[src/source/rv32i_pkg.sv]
package rv32i_pkg;

    // ========================================
    // Widths and credit constants
    // ========================================
    typedef logic [31:0] rv32i_word;
    typedef logic [4:0]  rv32i_reg;

    localparam int IN_CREDITS  = 4;                 // FIFO depth and upstream credits.
    localparam int OUT_CREDITS = 2;                 // Downstream credits at reset.

    typedef logic [$clog2(IN_CREDITS)-1:0]    fifo_ptr_t;
    typedef logic [$clog2(IN_CREDITS+1)-1:0]  fifo_cnt_t;
    typedef logic [$clog2(OUT_CREDITS+1)-1:0] out_credit_cnt_t;

    localparam out_credit_cnt_t OUT_CREDITS_RST = out_credit_cnt_t'(OUT_CREDITS);

    // ========================================
    // Encodings
    // ========================================
    typedef enum logic [6:0] {
        op_lui   = 7'b0110111,
        op_auipc = 7'b0010111,
        op_jal   = 7'b1101111,
        op_jalr  = 7'b1100111,
        op_br    = 7'b1100011,
        op_load  = 7'b0000011,
        op_store = 7'b0100011,
        op_imm   = 7'b0010011,
        op_reg   = 7'b0110011
    } rv32i_opcode;

    // Follows funct3, sub and sra sit on the slt and sltu codes.
    typedef enum logic [2:0] {
        alu_add = 3'b000,
        alu_sll = 3'b001,
        alu_sra = 3'b010,
        alu_sub = 3'b011,
        alu_xor = 3'b100,
        alu_srl = 3'b101,
        alu_or  = 3'b110,
        alu_and = 3'b111
    } alu_ops;

    typedef enum logic [2:0] {
        beq  = 3'b000,
        bne  = 3'b001,
        blt  = 3'b100,
        bge  = 3'b101,
        bltu = 3'b110,
        bgeu = 3'b111
    } branch_funct3_t;

    typedef enum logic {alumux1_rs1, alumux1_pc} alumux1_sel_t;
    typedef enum logic {alumux2_imm, alumux2_rs2} alumux2_sel_t;
    typedef enum logic {cmpmux_rs2, cmpmux_imm} cmpmux_sel_t;

    typedef enum logic [1:0] {rfmux_alu, rfmux_cmp, rfmux_imm, rfmux_pc4} regfilemux_sel_t;
    typedef enum logic [1:0] {jb_none, jb_branch, jb_jal, jb_jalr} jb_sel_t;

endpackage

[src/source/ctrl_if.sv]
`timescale 1ns/1ps

interface ctrl_if;
    rv32i_pkg::rv32i_opcode     opcode;
    rv32i_pkg::alu_ops          aluop;
    logic                       alt;              // Selects sub or sra.
    rv32i_pkg::branch_funct3_t  cmpop;
    rv32i_pkg::alumux1_sel_t    alumux1_sel;
    rv32i_pkg::alumux2_sel_t    alumux2_sel;
    rv32i_pkg::regfilemux_sel_t regfilemux_sel;
    rv32i_pkg::cmpmux_sel_t     cmpmux_sel;
    logic                       load_regfile;
    rv32i_pkg::jb_sel_t         jb_sel;
    rv32i_pkg::rv32i_word       imm;
    rv32i_pkg::rv32i_reg        rs1;
    rv32i_pkg::rv32i_reg        rs2;
    rv32i_pkg::rv32i_reg        rd;
    logic                       illegal;

    modport dec (output opcode, aluop, alt, cmpop, alumux1_sel, alumux2_sel, regfilemux_sel,
                 cmpmux_sel, load_regfile, jb_sel, imm, rs1, rs2, rd, illegal);

    modport exe (input opcode, aluop, alt, cmpop, alumux1_sel, alumux2_sel, regfilemux_sel,
                 cmpmux_sel, load_regfile, jb_sel, imm, rd, illegal);
endinterface

[src/source/control_memory.sv]
`timescale 1ns/1ps

module control_memory (
    input  rv32i_pkg::rv32i_word instr,
    ctrl_if.dec                  ctrl
);

    rv32i_pkg::rv32i_word i_imm;
    rv32i_pkg::rv32i_word s_imm;
    rv32i_pkg::rv32i_word b_imm;
    rv32i_pkg::rv32i_word u_imm;
    rv32i_pkg::rv32i_word j_imm;
    logic [2:0]           funct3;
    logic                 bit30;

    // ========================================
    // Fields and immediates
    // ========================================
    assign i_imm  = {{21{instr[31]}}, instr[30:20]};
    assign s_imm  = {{21{instr[31]}}, instr[30:25], instr[11:7]};
    assign b_imm  = {{20{instr[31]}}, instr[7], instr[30:25], instr[11:8], 1'b0};
    assign u_imm  = {instr[31:12], 12'h000};
    assign j_imm  = {{12{instr[31]}}, instr[19:12], instr[20], instr[30:21], 1'b0};
    assign funct3 = instr[14:12];
    assign bit30  = instr[30];

    assign ctrl.opcode = rv32i_pkg::rv32i_opcode'(instr[6:0]);
    assign ctrl.rs1    = instr[19:15];
    assign ctrl.rs2    = instr[24:20];
    assign ctrl.rd     = instr[11:7];

    // ========================================
    // Control word
    // ========================================
    always_comb begin
        ctrl.aluop          = rv32i_pkg::alu_ops'(funct3);
        ctrl.alt            = 1'b0;
        ctrl.cmpop          = rv32i_pkg::beq;
        ctrl.alumux1_sel    = rv32i_pkg::alumux1_rs1;
        ctrl.alumux2_sel    = rv32i_pkg::alumux2_imm;
        ctrl.regfilemux_sel = rv32i_pkg::rfmux_alu;
        ctrl.cmpmux_sel     = rv32i_pkg::cmpmux_rs2;
        ctrl.load_regfile   = 1'b0;
        ctrl.jb_sel         = rv32i_pkg::jb_none;
        ctrl.imm            = i_imm;
        ctrl.illegal        = 1'b0;

        case (ctrl.opcode)
            rv32i_pkg::op_lui: begin
                ctrl.load_regfile   = 1'b1;
                ctrl.regfilemux_sel = rv32i_pkg::rfmux_imm;
                ctrl.imm            = u_imm;
            end
            rv32i_pkg::op_auipc: begin
                ctrl.load_regfile = 1'b1;
                ctrl.alumux1_sel  = rv32i_pkg::alumux1_pc;
                ctrl.aluop        = rv32i_pkg::alu_add;
                ctrl.imm          = u_imm;
            end
            rv32i_pkg::op_jal: begin
                ctrl.load_regfile   = 1'b1;
                ctrl.regfilemux_sel = rv32i_pkg::rfmux_pc4;
                ctrl.alumux1_sel    = rv32i_pkg::alumux1_pc;  // ALU forms the target.
                ctrl.aluop          = rv32i_pkg::alu_add;
                ctrl.jb_sel         = rv32i_pkg::jb_jal;
                ctrl.imm            = j_imm;
            end
            rv32i_pkg::op_jalr: begin
                ctrl.load_regfile   = 1'b1;
                ctrl.regfilemux_sel = rv32i_pkg::rfmux_pc4;
                ctrl.aluop          = rv32i_pkg::alu_add;
                ctrl.jb_sel         = rv32i_pkg::jb_jalr;
            end
            rv32i_pkg::op_br: begin
                ctrl.alumux1_sel = rv32i_pkg::alumux1_pc;
                ctrl.aluop       = rv32i_pkg::alu_add;
                ctrl.cmpop       = rv32i_pkg::branch_funct3_t'(funct3);
                ctrl.jb_sel      = rv32i_pkg::jb_branch;
                ctrl.imm         = b_imm;
                if (funct3[2:1] == 2'b01) begin     // No branch on 010 and 011.
                    ctrl.jb_sel  = rv32i_pkg::jb_none;
                    ctrl.illegal = 1'b1;
                end
            end
            rv32i_pkg::op_imm, rv32i_pkg::op_reg: begin
                ctrl.load_regfile = 1'b1;
                if (ctrl.opcode == rv32i_pkg::op_reg) begin
                    ctrl.alumux2_sel = rv32i_pkg::alumux2_rs2;
                    ctrl.alt         = bit30 && (funct3 == 3'b000 || funct3 == 3'b101);
                end else begin
                    ctrl.cmpmux_sel = rv32i_pkg::cmpmux_imm;
                    ctrl.alt        = bit30 && (funct3 == 3'b101);
                end
                if (funct3 == 3'b010) begin
                    ctrl.cmpop          = rv32i_pkg::blt;
                    ctrl.regfilemux_sel = rv32i_pkg::rfmux_cmp;
                end else if (funct3 == 3'b011) begin
                    ctrl.cmpop          = rv32i_pkg::bltu;
                    ctrl.regfilemux_sel = rv32i_pkg::rfmux_cmp;
                end
            end
            rv32i_pkg::op_load, rv32i_pkg::op_store: begin
                ctrl.illegal = 1'b1;                // No data memory in this slice.
                ctrl.imm     = (ctrl.opcode == rv32i_pkg::op_store) ? s_imm : i_imm;
            end
            default: begin
                ctrl.illegal = 1'b1;
            end
        endcase
    end

endmodule

[src/source/execute_unit.sv]
`timescale 1ns/1ps

module execute_unit (
    input  logic                 clk,
    input  logic                 arst_n,
    ctrl_if.exe                  ctrl,
    input  rv32i_pkg::rv32i_word rs1_data,
    input  rv32i_pkg::rv32i_word rs2_data,
    input  rv32i_pkg::rv32i_word pc,
    input  logic                 avail,
    input  logic                 out_credit,
    output logic                 pop,
    output logic                 rf_we,
    output rv32i_pkg::rv32i_reg  rf_waddr,
    output rv32i_pkg::rv32i_word rf_wdata,
    output logic                 out_valid,
    output rv32i_pkg::rv32i_reg  out_rd,
    output rv32i_pkg::rv32i_word out_data,
    output logic                 out_we,
    output logic                 out_redirect,
    output rv32i_pkg::rv32i_word out_target,
    output logic                 out_illegal
);

    rv32i_pkg::out_credit_cnt_t credits;
    rv32i_pkg::rv32i_word       alu_a, alu_b, alu_out, cmp_b, wb_data, target;
    rv32i_pkg::alu_ops          op;
    logic                       cmp_out;
    logic                       redirect;

    // ========================================
    // ALU and comparator
    // ========================================
    assign alu_a = (ctrl.alumux1_sel == rv32i_pkg::alumux1_pc) ? pc : rs1_data;
    assign alu_b = (ctrl.alumux2_sel == rv32i_pkg::alumux2_rs2) ? rs2_data : ctrl.imm;
    assign cmp_b = (ctrl.cmpmux_sel == rv32i_pkg::cmpmux_imm) ? ctrl.imm : rs2_data;

    always_comb begin
        op = ctrl.aluop;
        if (ctrl.alt && ctrl.aluop == rv32i_pkg::alu_add) begin
            op = rv32i_pkg::alu_sub;
        end else if (ctrl.alt && ctrl.aluop == rv32i_pkg::alu_srl) begin
            op = rv32i_pkg::alu_sra;
        end
        case (op)
            rv32i_pkg::alu_add: alu_out = alu_a + alu_b;
            rv32i_pkg::alu_sub: alu_out = alu_a - alu_b;
            rv32i_pkg::alu_sll: alu_out = alu_a << alu_b[4:0];
            rv32i_pkg::alu_srl: alu_out = alu_a >> alu_b[4:0];
            rv32i_pkg::alu_sra: alu_out = $unsigned($signed(alu_a) >>> alu_b[4:0]);
            rv32i_pkg::alu_xor: alu_out = alu_a ^ alu_b;
            rv32i_pkg::alu_or:  alu_out = alu_a | alu_b;
            default:            alu_out = alu_a & alu_b;
        endcase
    end

    always_comb begin
        case (ctrl.cmpop)
            rv32i_pkg::beq:  cmp_out = (rs1_data == cmp_b);
            rv32i_pkg::bne:  cmp_out = (rs1_data != cmp_b);
            rv32i_pkg::blt:  cmp_out = ($signed(rs1_data) < $signed(cmp_b));
            rv32i_pkg::bge:  cmp_out = ($signed(rs1_data) >= $signed(cmp_b));
            rv32i_pkg::bltu: cmp_out = (rs1_data < cmp_b);
            rv32i_pkg::bgeu: cmp_out = (rs1_data >= cmp_b);
            default:         cmp_out = 1'b0;
        endcase
    end

    // ========================================
    // Write-back and control flow
    // ========================================
    always_comb begin
        case (ctrl.regfilemux_sel)
            rv32i_pkg::rfmux_cmp: wb_data = {31'b0, cmp_out};
            rv32i_pkg::rfmux_imm: wb_data = ctrl.imm;
            rv32i_pkg::rfmux_pc4: wb_data = pc + 32'd4;
            default:              wb_data = alu_out;
        endcase
        case (ctrl.jb_sel)
            rv32i_pkg::jb_branch:             redirect = cmp_out;
            rv32i_pkg::jb_jal, rv32i_pkg::jb_jalr: redirect = 1'b1;
            default:                          redirect = 1'b0;
        endcase
    end

    // jalr drops bit 0, branch and jal use the ALU sum as is.
    assign target   = (ctrl.jb_sel == rv32i_pkg::jb_jalr) ? {alu_out[31:1], 1'b0} : alu_out;

    assign pop      = avail && (credits != '0);
    assign rf_we    = pop && ctrl.load_regfile;
    assign rf_waddr = ctrl.rd;
    assign rf_wdata = wb_data;

    // ========================================
    // Result record and downstream credits
    // ========================================
    always_ff @(posedge clk or negedge arst_n) begin
        if (!arst_n) begin
            out_valid <= 1'b0;
            credits   <= rv32i_pkg::OUT_CREDITS_RST;
        end else begin
            out_valid <= pop;
            case ({pop, out_credit})
                2'b10:   credits <= credits - 1'b1;
                2'b01:   credits <= credits + 1'b1;
                default: credits <= credits;
            endcase
        end
    end

    always_ff @(posedge clk) begin
        if (pop) begin
            out_rd       <= ctrl.rd;
            out_data     <= ctrl.load_regfile ? wb_data : '0;  // Zero when nothing is written.
            out_we       <= ctrl.load_regfile;
            out_redirect <= redirect;
            out_target   <= target;
            out_illegal  <= ctrl.illegal;
        end
    end

endmodule

[src/source/instr_fifo.sv]
`timescale 1ns/1ps

module instr_fifo (
    input  logic                 clk,
    input  logic                 arst_n,
    input  logic                 push,
    input  rv32i_pkg::rv32i_word push_instr,
    input  rv32i_pkg::rv32i_word push_pc,
    input  logic                 pop,
    output rv32i_pkg::rv32i_word head_instr,
    output rv32i_pkg::rv32i_word head_pc,
    output logic                 empty,
    output logic                 credit
);

    rv32i_pkg::rv32i_word instr_mem [rv32i_pkg::IN_CREDITS];
    rv32i_pkg::rv32i_word pc_mem    [rv32i_pkg::IN_CREDITS];

    rv32i_pkg::fifo_ptr_t wr_ptr;
    rv32i_pkg::fifo_ptr_t rd_ptr;
    rv32i_pkg::fifo_cnt_t count;

    always_ff @(posedge clk) begin
        if (push) begin
            instr_mem[wr_ptr] <= push_instr;
            pc_mem[wr_ptr]    <= push_pc;
        end
    end

    // Pointers wrap on their own, depth is a power of two.
    always_ff @(posedge clk or negedge arst_n) begin
        if (!arst_n) begin
            wr_ptr <= '0;
            rd_ptr <= '0;
            count  <= '0;
            credit <= 1'b0;
        end else begin
            if (push) begin
                wr_ptr <= wr_ptr + 1'b1;
            end
            if (pop) begin
                rd_ptr <= rd_ptr + 1'b1;
            end
            case ({push, pop})
                2'b10:   count <= count + 1'b1;
                2'b01:   count <= count - 1'b1;
                default: count <= count;
            endcase
            credit <= pop;                          // One credit back per pop.
        end
    end

    assign head_instr = instr_mem[rd_ptr];
    assign head_pc    = pc_mem[rd_ptr];
    assign empty      = (count == '0);

endmodule

[src/source/regfile.sv]
`timescale 1ns/1ps

module regfile (
    input  logic                 clk,
    input  logic                 arst_n,
    input  logic                 we,
    input  rv32i_pkg::rv32i_reg  waddr,
    input  rv32i_pkg::rv32i_word wdata,
    input  rv32i_pkg::rv32i_reg  raddr1,
    input  rv32i_pkg::rv32i_reg  raddr2,
    output rv32i_pkg::rv32i_word rdata1,
    output rv32i_pkg::rv32i_word rdata2
);

    rv32i_pkg::rv32i_word regs [32];

    always_ff @(posedge clk or negedge arst_n) begin
        if (!arst_n) begin
            for (int i = 0; i < 32; i++) begin
                regs[i] <= '0;
            end
        end else if (we && waddr != '0) begin   // x0 stays zero.
            regs[waddr] <= wdata;
        end
    end

    assign rdata1 = regs[raddr1];
    assign rdata2 = regs[raddr2];

endmodule

[src/source/rv32i_exec_slice.sv]
`timescale 1ns/1ps

module rv32i_exec_slice (
    input  logic                 clk,
    input  logic                 arst_n,
    input  logic                 in_valid,
    input  rv32i_pkg::rv32i_word in_instr,
    input  rv32i_pkg::rv32i_word in_pc,
    output logic                 in_credit,
    input  logic                 out_credit,
    output logic                 out_valid,
    output rv32i_pkg::rv32i_reg  out_rd,
    output rv32i_pkg::rv32i_word out_data,
    output logic                 out_we,
    output logic                 out_redirect,
    output rv32i_pkg::rv32i_word out_target,
    output logic                 out_illegal
);

    rv32i_pkg::rv32i_word head_instr, head_pc;
    rv32i_pkg::rv32i_word rs1_data, rs2_data, rf_wdata;
    rv32i_pkg::rv32i_reg  rf_waddr;
    logic                 empty, pop, rf_we;

    ctrl_if ctrl_bus ();

    instr_fifo instr_fifo_i (
        .clk        (clk),
        .arst_n     (arst_n),
        .push       (in_valid),
        .push_instr (in_instr),
        .push_pc    (in_pc),
        .pop        (pop),
        .head_instr (head_instr),
        .head_pc    (head_pc),
        .empty      (empty),
        .credit     (in_credit)
    );

    control_memory control_memory_i (
        .instr (head_instr),
        .ctrl  (ctrl_bus.dec)
    );

    // Register indices come straight off the decoded head.
    regfile regfile_i (
        .clk    (clk),
        .arst_n (arst_n),
        .we     (rf_we),
        .waddr  (rf_waddr),
        .wdata  (rf_wdata),
        .raddr1 (ctrl_bus.rs1),
        .raddr2 (ctrl_bus.rs2),
        .rdata1 (rs1_data),
        .rdata2 (rs2_data)
    );

    execute_unit execute_unit_i (
        .clk          (clk),
        .arst_n       (arst_n),
        .ctrl         (ctrl_bus.exe),
        .rs1_data     (rs1_data),
        .rs2_data     (rs2_data),
        .pc           (head_pc),
        .avail        (!empty),
        .out_credit   (out_credit),
        .pop          (pop),
        .rf_we        (rf_we),
        .rf_waddr     (rf_waddr),
        .rf_wdata     (rf_wdata),
        .out_valid    (out_valid),
        .out_rd       (out_rd),
        .out_data     (out_data),
        .out_we       (out_we),
        .out_redirect (out_redirect),
        .out_target   (out_target),
        .out_illegal  (out_illegal)
    );

endmodule

[config.mk]
export PLATFORM = sky130hd
export DESIGN_NAME = rv32i_exec_slice
export DESIGN_NICKNAME = d
export VERILOG_FILES = /design/src/source/rv32i_pkg.sv /design/src/source/ctrl_if.sv /design/src/source/control_memory.sv /design/src/source/execute_unit.sv /design/src/source/instr_fifo.sv /design/src/source/regfile.sv /design/src/source/rv32i_exec_slice.sv
export SDC_FILE = /design/constraint.sdc
export NUM_CORES = 2
export LEC_CHECK = 0
export CAP_MARGIN = 20
export CORE_MARGIN = 5
export CORE_UTILIZATION = 62
export CTS_CLUSTER_DIAMETER = 40
export DETAILED_ROUTE_END_ITERATION = 7
export DONT_BUFFER_PORTS = 1
export PLACE_DENSITY = 0.78
export SYNTH_ARGS = -nofsm -noshare
export SYNTH_HDL_FRONTEND = slang
export SYNTH_SLANG_ARGS = --single-unit
[constraint.sdc]
create_clock -name clk -period 16.4 [get_ports clk]
set_clock_uncertainty 0.1 [all_clocks]
set_input_delay 0.82 -clock clk [delete_from_list [all_inputs] [get_ports clk]]
set_output_delay 0.82 -clock clk [all_outputs]
set_load 0.02 [all_outputs]
Word level (Yosys, flattened, before mapping). Memory sizes are Yosys's and may differ from the RTL's. Index checks and enable logic that the tools add are counted.

Bits in registers: 1106. RAM bits: 256. Input port bits: 68. Output and inout bits: 74. Word-level logic and storage cells: 179. Memories kept: 2.

$add $sub $neg: 9. Magnitude comparators: 8. Eq/ne operators: 37. Shifts and indexed selects: 3. Multiplexer cells: 43. Bitwise logic cells: 6. Reductions and logical operators: 27.

Memory list: instr_fifo_i.instr_mem (words 4, bits a word 32, read ports 1, clocked after Yosys merged registers in 0, write ports 1, RTL line instr_fifo.sv:16) `rv32i_pkg::rv32i_word instr_mem [rv32i_pkg::IN_CREDITS];`; instr_fifo_i.pc_mem (words 4, bits a word 32, read ports 1, clocked after Yosys merged registers in 0, write ports 1, RTL line instr_fifo.sv:17) `rv32i_pkg::rv32i_word pc_mem [rv32i_pkg::IN_CREDITS];`.

Operators by type and width (count): $bwmux 1024 (1); $bmux 32 s5 (2); $mux 32 (8); $pmux 32 s7 (1); $demux 32 s5 (1); $pmux 31 s4 (1); $pmux 32 s3 (1); $ge 32x32->1 (2); $lt 32x32->1 (2); $add 32x3->32 const B (1); $add 32x32->32 (1); $and 32x32->32 (1); $eq 32x32->1 (1); $ne 32x32->1 (1); $or 32x32->32 (1); $shl 32x5->32 (1); $shr 32x5->32 (1); $sshr 32x5->32 (1); $sub 32x32->32 (1); $xor 32x32->32 (1); $eq 3x3->1 const B (9); $eq 7x6->1 const B (3); $eq 7x7->1 const B (3); $ge 6x6->1 const B (3); 31 further kinds (85).

Longest topological paths before layout. An unclocked memory read counts as a cell.

Depth after elaboration: 13. Gate-level depth with buffers: 37. Mapped depth without buffers: 27.

Cells and area by module. Synthesis repeated with hierarchy kept, for this count alone.

Cell total of the unflattened synthesis: 6936. Area total of the unflattened synthesis: 80921.4 um2.

Modules (own cells, without submodules): regfile (instances 1, cells an instance 4601, area an instance 55918.6 um2, sequential area each 25624.6 um2); execute_unit (instances 1, cells an instance 1840, area an instance 14575.2 um2, sequential area each 2238.4 um2); instr_fifo (instances 1, cells an instance 371, area an instance 9646.8 um2, sequential area each 7887.6 um2); control_memory (instances 1, cells an instance 123, area an instance 777.0 um2, sequential area each 0.0 um2); rv32i_exec_slice (instances 1, cells an instance 1, area an instance 3.8 um2, sequential area each 0.0 um2).

Least setup slack after synthesis. OpenSTA, ideal clock, no wires.

Kind: register to register. Start: register instr_fifo_i.rd_ptr[0]. End: register execute_unit_i.out_data[27] (data pin). Library setup time: 266 ps. Data arrival time: 7202 ps. Data required time: 16034 ps. Setup slack: 8832 ps. Cell stages (with the launch flop): 34. Buffers on the path: 8. Clock period less this slack: 7568 ps. Path through: dfrtp_1 > buf_6 > mux4_2 > buf_4 > buf_6 > buf_6 > mux2i_1 > nor2_1 > o32ai_1 > nor4_2 > mux2i_1 > buf_4 > buf_2 > buf_1 > ha_1 > nand3_2 > or4_4 > nor3_4 > a21oi_1 > xnor2_1 > ha_1 > and2_1 > a221o_1 > a21oi_1 > a21oi_1 > o21ai_0 > nand2b_1 > a21oi_1 > xnor2_1 > a221oi_2 > o22ai_1 > a222oi_1 > buf_6 > nor2_1.

Word-level cells in the longest chain between the ends: 12. Elaborated cells between the ends (all ways): 74. Those cells by class: 3 x add/sub; 22 x eq/ne; 3 x shift; 24 x mux; 5 x bitwise; 15 x reduce/logical; 2 x memory.

Ends and longest elaborated chain: from (decl) (RTL line instr_fifo.sv:20) `rv32i_pkg::fifo_ptr_t rd_ptr;`; from (signal assigned) (RTL line instr_fifo.sv:42) `rd_ptr <= rd_ptr + 1'b1;`; branches (longest 10 deep; another with $mem_v2 4x32); $pmux 32 s7 * (RTL line execute_unit.sv:45) `case (op)`; via execute_unit_i.alu_out[27] (RTL line execute_unit.sv:26) `rv32i_pkg::rv32i_word alu_a, alu_b, alu_out, cmp_b, wb_data, target;`; $pmux 32 s3 * (RTL line execute_unit.sv:73) `case (ctrl.regfilemux_sel)`; to (signal assigned) (RTL line execute_unit.sv:114) `out_data <= ctrl.load_regfile ? wb_data : '0;`; to (decl) (RTL line execute_unit.sv:18) `output rv32i_pkg::rv32i_word out_data,`.

Mark *: on every way through the listed nets, which the timed path passes. The select of a mux whose other input is x is not followed. A chain may end at the register's enable or synchronous reset.

Worst setup path after layout.
Start: register instr_fifo_i.rd_ptr[0]. End: register execute_unit_i.out_data[26] (data pin).

Word-level cells in the longest chain between the ends: 12. Elaborated cells between the ends (all ways): 74. Those cells by class: 3 x add/sub; 22 x eq/ne; 3 x shift; 24 x mux; 5 x bitwise; 15 x reduce/logical; 2 x memory.

Ends and longest elaborated chain: branches (longest 12 deep; another with $mem_v2 4x32).

Parallel ways; which one is timed is not known. The select of a mux whose other input is x is not followed.

==> metrics.json <==
{
  "status": {
    "outcome": "finished with violations",
    "violations": "negative hold slack"
  },
  "critical_path": {
    "slowest_delay_ns": 1.06,
    "critical-path-slowest-cell": "nor4_1",
    "nature_of_the_critical_path_startpoint": "flop",
    "cp.required_ns": 16.87,
    "worst_path_most_repeated_cell": "buf_4",
    "critical_path_peak_fanout": 42,
    "worst_ep_arrival_time_ns": 12.31,
    "crit_type": "flop to flop",
    "setup.worst_path.end_class": "flop"
  },
  "timing": {
    "fin_hold_ws_ns": -0.0443,
    "final_hold_viol_count": 38,
    "setup-violations-final": 0,
    "final_period_minus_worst_setup_slack_ns": 11.83,
    "grt_setup_unrepaired": "false",
    "fin_crit_sh_pct": 72.1,
    "fin_tns_setup_ns": 0,
    "slew_viol_final": 0,
    "worst_slew_pin_slew_ns": 1.46,
    "max_freq_mhz": 84.5,
    "headroom_to_the_max_slew_limit_pct": 2.79
  },
  "floorplan": {
    "floorplan.die_area_um2": 134000,
    "initial_core_util_pct": 62.6,
    "num_rows": 130,
    "io-pin-count": 142,
    "overall_die_height_um": 367,
    "design.core.area_um2": 126000,
    "die_w_um": 367
  },
  "cts": {
    "cts_buf_count": 179,
    "cts_sinks": 1362,
    "worst_skew_pair_later_pin_latency_ns": 0.85,
    "cts_root_buf": "clkbuf_16",
    "cts_repair_resize_count": 0,
    "number_of_buffers_on_the_longest_clock_path": 3,
    "clk_pin_slew_ns": 0.06,
    "cts_hold_buffers": 65,
    "postCtsSetupRepairBufs": 0,
    "htreeDepth": 4,
    "cts_tree": "built"
  },
  "synthesis": {
    "yosysWarnings": 0,
    "count_of_state_elements_after_synthesis": 1362,
    "syn-instance-count": 7647,
    "total_standard_cell_area_after_synthesis_um2": 78900,
    "yosys_most_used_dff": "dfrtp_1",
    "synth_edf_count": 328,
    "syn_nets": 7860,
    "synthArstFlopShare_pct": 75.9,
    "synth_seq_area_share_pct": 45.3,
    "syn_avg_cell_area_um2": 10.3,
    "ys_types": 102
  },
  "place": {
    "detailedPlacementHpwl_mm": 190,
    "place.port_buffers": 0,
    "gp_congestion": 1.03,
    "postPlaceCellArea_um2": 79600
  },
  "finish": {
    "layout.cells.most_common": "mux2i_1",
    "syn2layout_area_growth_pct": 10.2,
    "leading_cell_types_in_the_layout_fill_and_taps_excluded": "1432 x mux2i_1, 1031 x dfrtp_1, 991 x nand2_1",
    "post_route_cells_drive_above_1_share_pct": 12.1,
    "layout.nets": 7676,
    "stdcell_area_um2": 86900
  },
  "global_routing": {
    "first_global_vias": 64100,
    "antenna_violations_before_repair": 8,
    "overflow": 0,
    "global_route_wire_length_before_repair_mm": 430,
    "groute.usage.overall_pct": 43.0,
    "grt_max_degree": 1035
  },
  "detailed_routing": {
    "dr_total_vias": 65700,
    "final_antenna_net_count": 0,
    "drc": 0,
    "dr.pass1.iters": 7,
    "viasPerCell": 7.09,
    "first_iter_violations": 10100,
    "routed_wirelength_mm": 297,
    "routedWlPerCell_um": 32.1
  },
  "min_path": {
    "hold_path_class": "input pin to async pin"
  },
  "flow_run": {
    "drv.max_cap_violation_count": 0
  }
}
-- cells by family after synthesis --
group	share of synthesized area, %
xor gates and xnor gates	1.08
adders and majority gates	2.32
and+or+nand+nor	10.1
AOI/OAI and AO/OA	13.6
buffers and inverters	4.82
DFF	45.3
muxes	22.8
-- sequential cells by signal, summed over array words and instances, names as in the netlist --
signal	cells
execute_unit_i.credits	2
execute_unit_i.out_illegal	1
instr_fifo_i.count	3
instr_fifo_i.rd_ptr	2
execute_unit_i.out_redirect	1
instr_fifo_i.instr_mem	128
instr_fifo_i.pc_mem	128
execute_unit_i.out_we	1
execute_unit_i.out_data	32
execute_unit_i.out_target	32
execute_unit_i.out_rd	5
instr_fifo_i.wr_ptr	2
execute_unit_i.out_valid	1
regfile_i.regs	1024
-- area by class of cell --
type                       instances  area (um2)
timing repair buffer             283        2540
tap                             1650        2060
multi-input combinational       5537       39700
fill                            9095       39100
clock inverter                   111        1570
clock buffer                     221        4880
sequential                      1362       35700
inverter                         100         390
antenna                            4        10.0
-- cells in the mapped netlist, types with 74 or more instances --
cell type	number	share of area (%)
mux2i_1	1434	18
dfrtp_1	1033	33
nand2_1	1028	4.9
o21ai_0	656	4.2
nor2_1	501	2.4
clkbuf_1	368	1.8
edfxtp_1	328	12
a21oi_1	315	2.0
o21ai_1	183	1.2
o22ai_1	174	1.4
ha_1	143	2.3
mux4_2	129	3.7
buf_2	117	0.74
inv_1	91	0.43
a31oi_1	89	0.71
nand3_1	76	0.48
xnor2_1	74	0.82
-- critical path: cells and delay by family (launching register included) --
kind / cells / cell delay, ns
compound gates: 13 / 4.36
buf+inv: 5 / 2.24
simple gates: 5 / 1.87
mux: 4 / 1.44
flops: 1 / 0.94
fa+ha+maj: 1 / 0.29
xor+xnor: 1 / 0.21
-- through the flow --
step	hold slack, ns	setup WS [ns]	util, %	instances
after global placement	0.282	5.23	63.1	8852
after floorplan	0.342	8.83	-	7647
after CTS	-0.419	5.01	68.8	9254
after global routing	0.0495	4.46	69.0	9264
final	-0.0443	4.57	69.0	9268
after detailed placement	0.288	5.14	63.1	8857
-- layer usage --
layer	GRT usage, %	vias up	wire, um
met1	55.6	32000	108000
met2	62.7	4902	126000
met4	28.6	6	24900
met3	13.5	1357	37800
met5	0	-	44
li1	-	27400	-
-- path summary, 6_finish.rpt --
| check | from | endpoint | slack (ns) | cells after the start |
|---|---|---|---|---|
| worst max register to register | instr_fifo_i.rd_ptr[0] | execute_unit_i.out_data[26] | 4.57 | 29 |
| min in group clk | out_credit | execute_unit_i.credits[0] | 0.14 | 2 |
| worst min-delay path | arst_n | regfile_i.regs[137] | -0.04 | 1 |
| max in group asynchronous | arst_n | execute_unit_i.out_valid | 13.98 | 2 |
| worst min register to register | regfile_i.regs[1005] | regfile_i.regs[1005] | 0.30 | 0 |
| worst max-delay path | instr_fifo_i.rd_ptr[0] | execute_unit_i.out_data[26] | 4.57 | 29 |
Power is left out: the tool's default activity adds up to more than one toggle a clock period on the data nets, which glitch-free logic cannot reach.
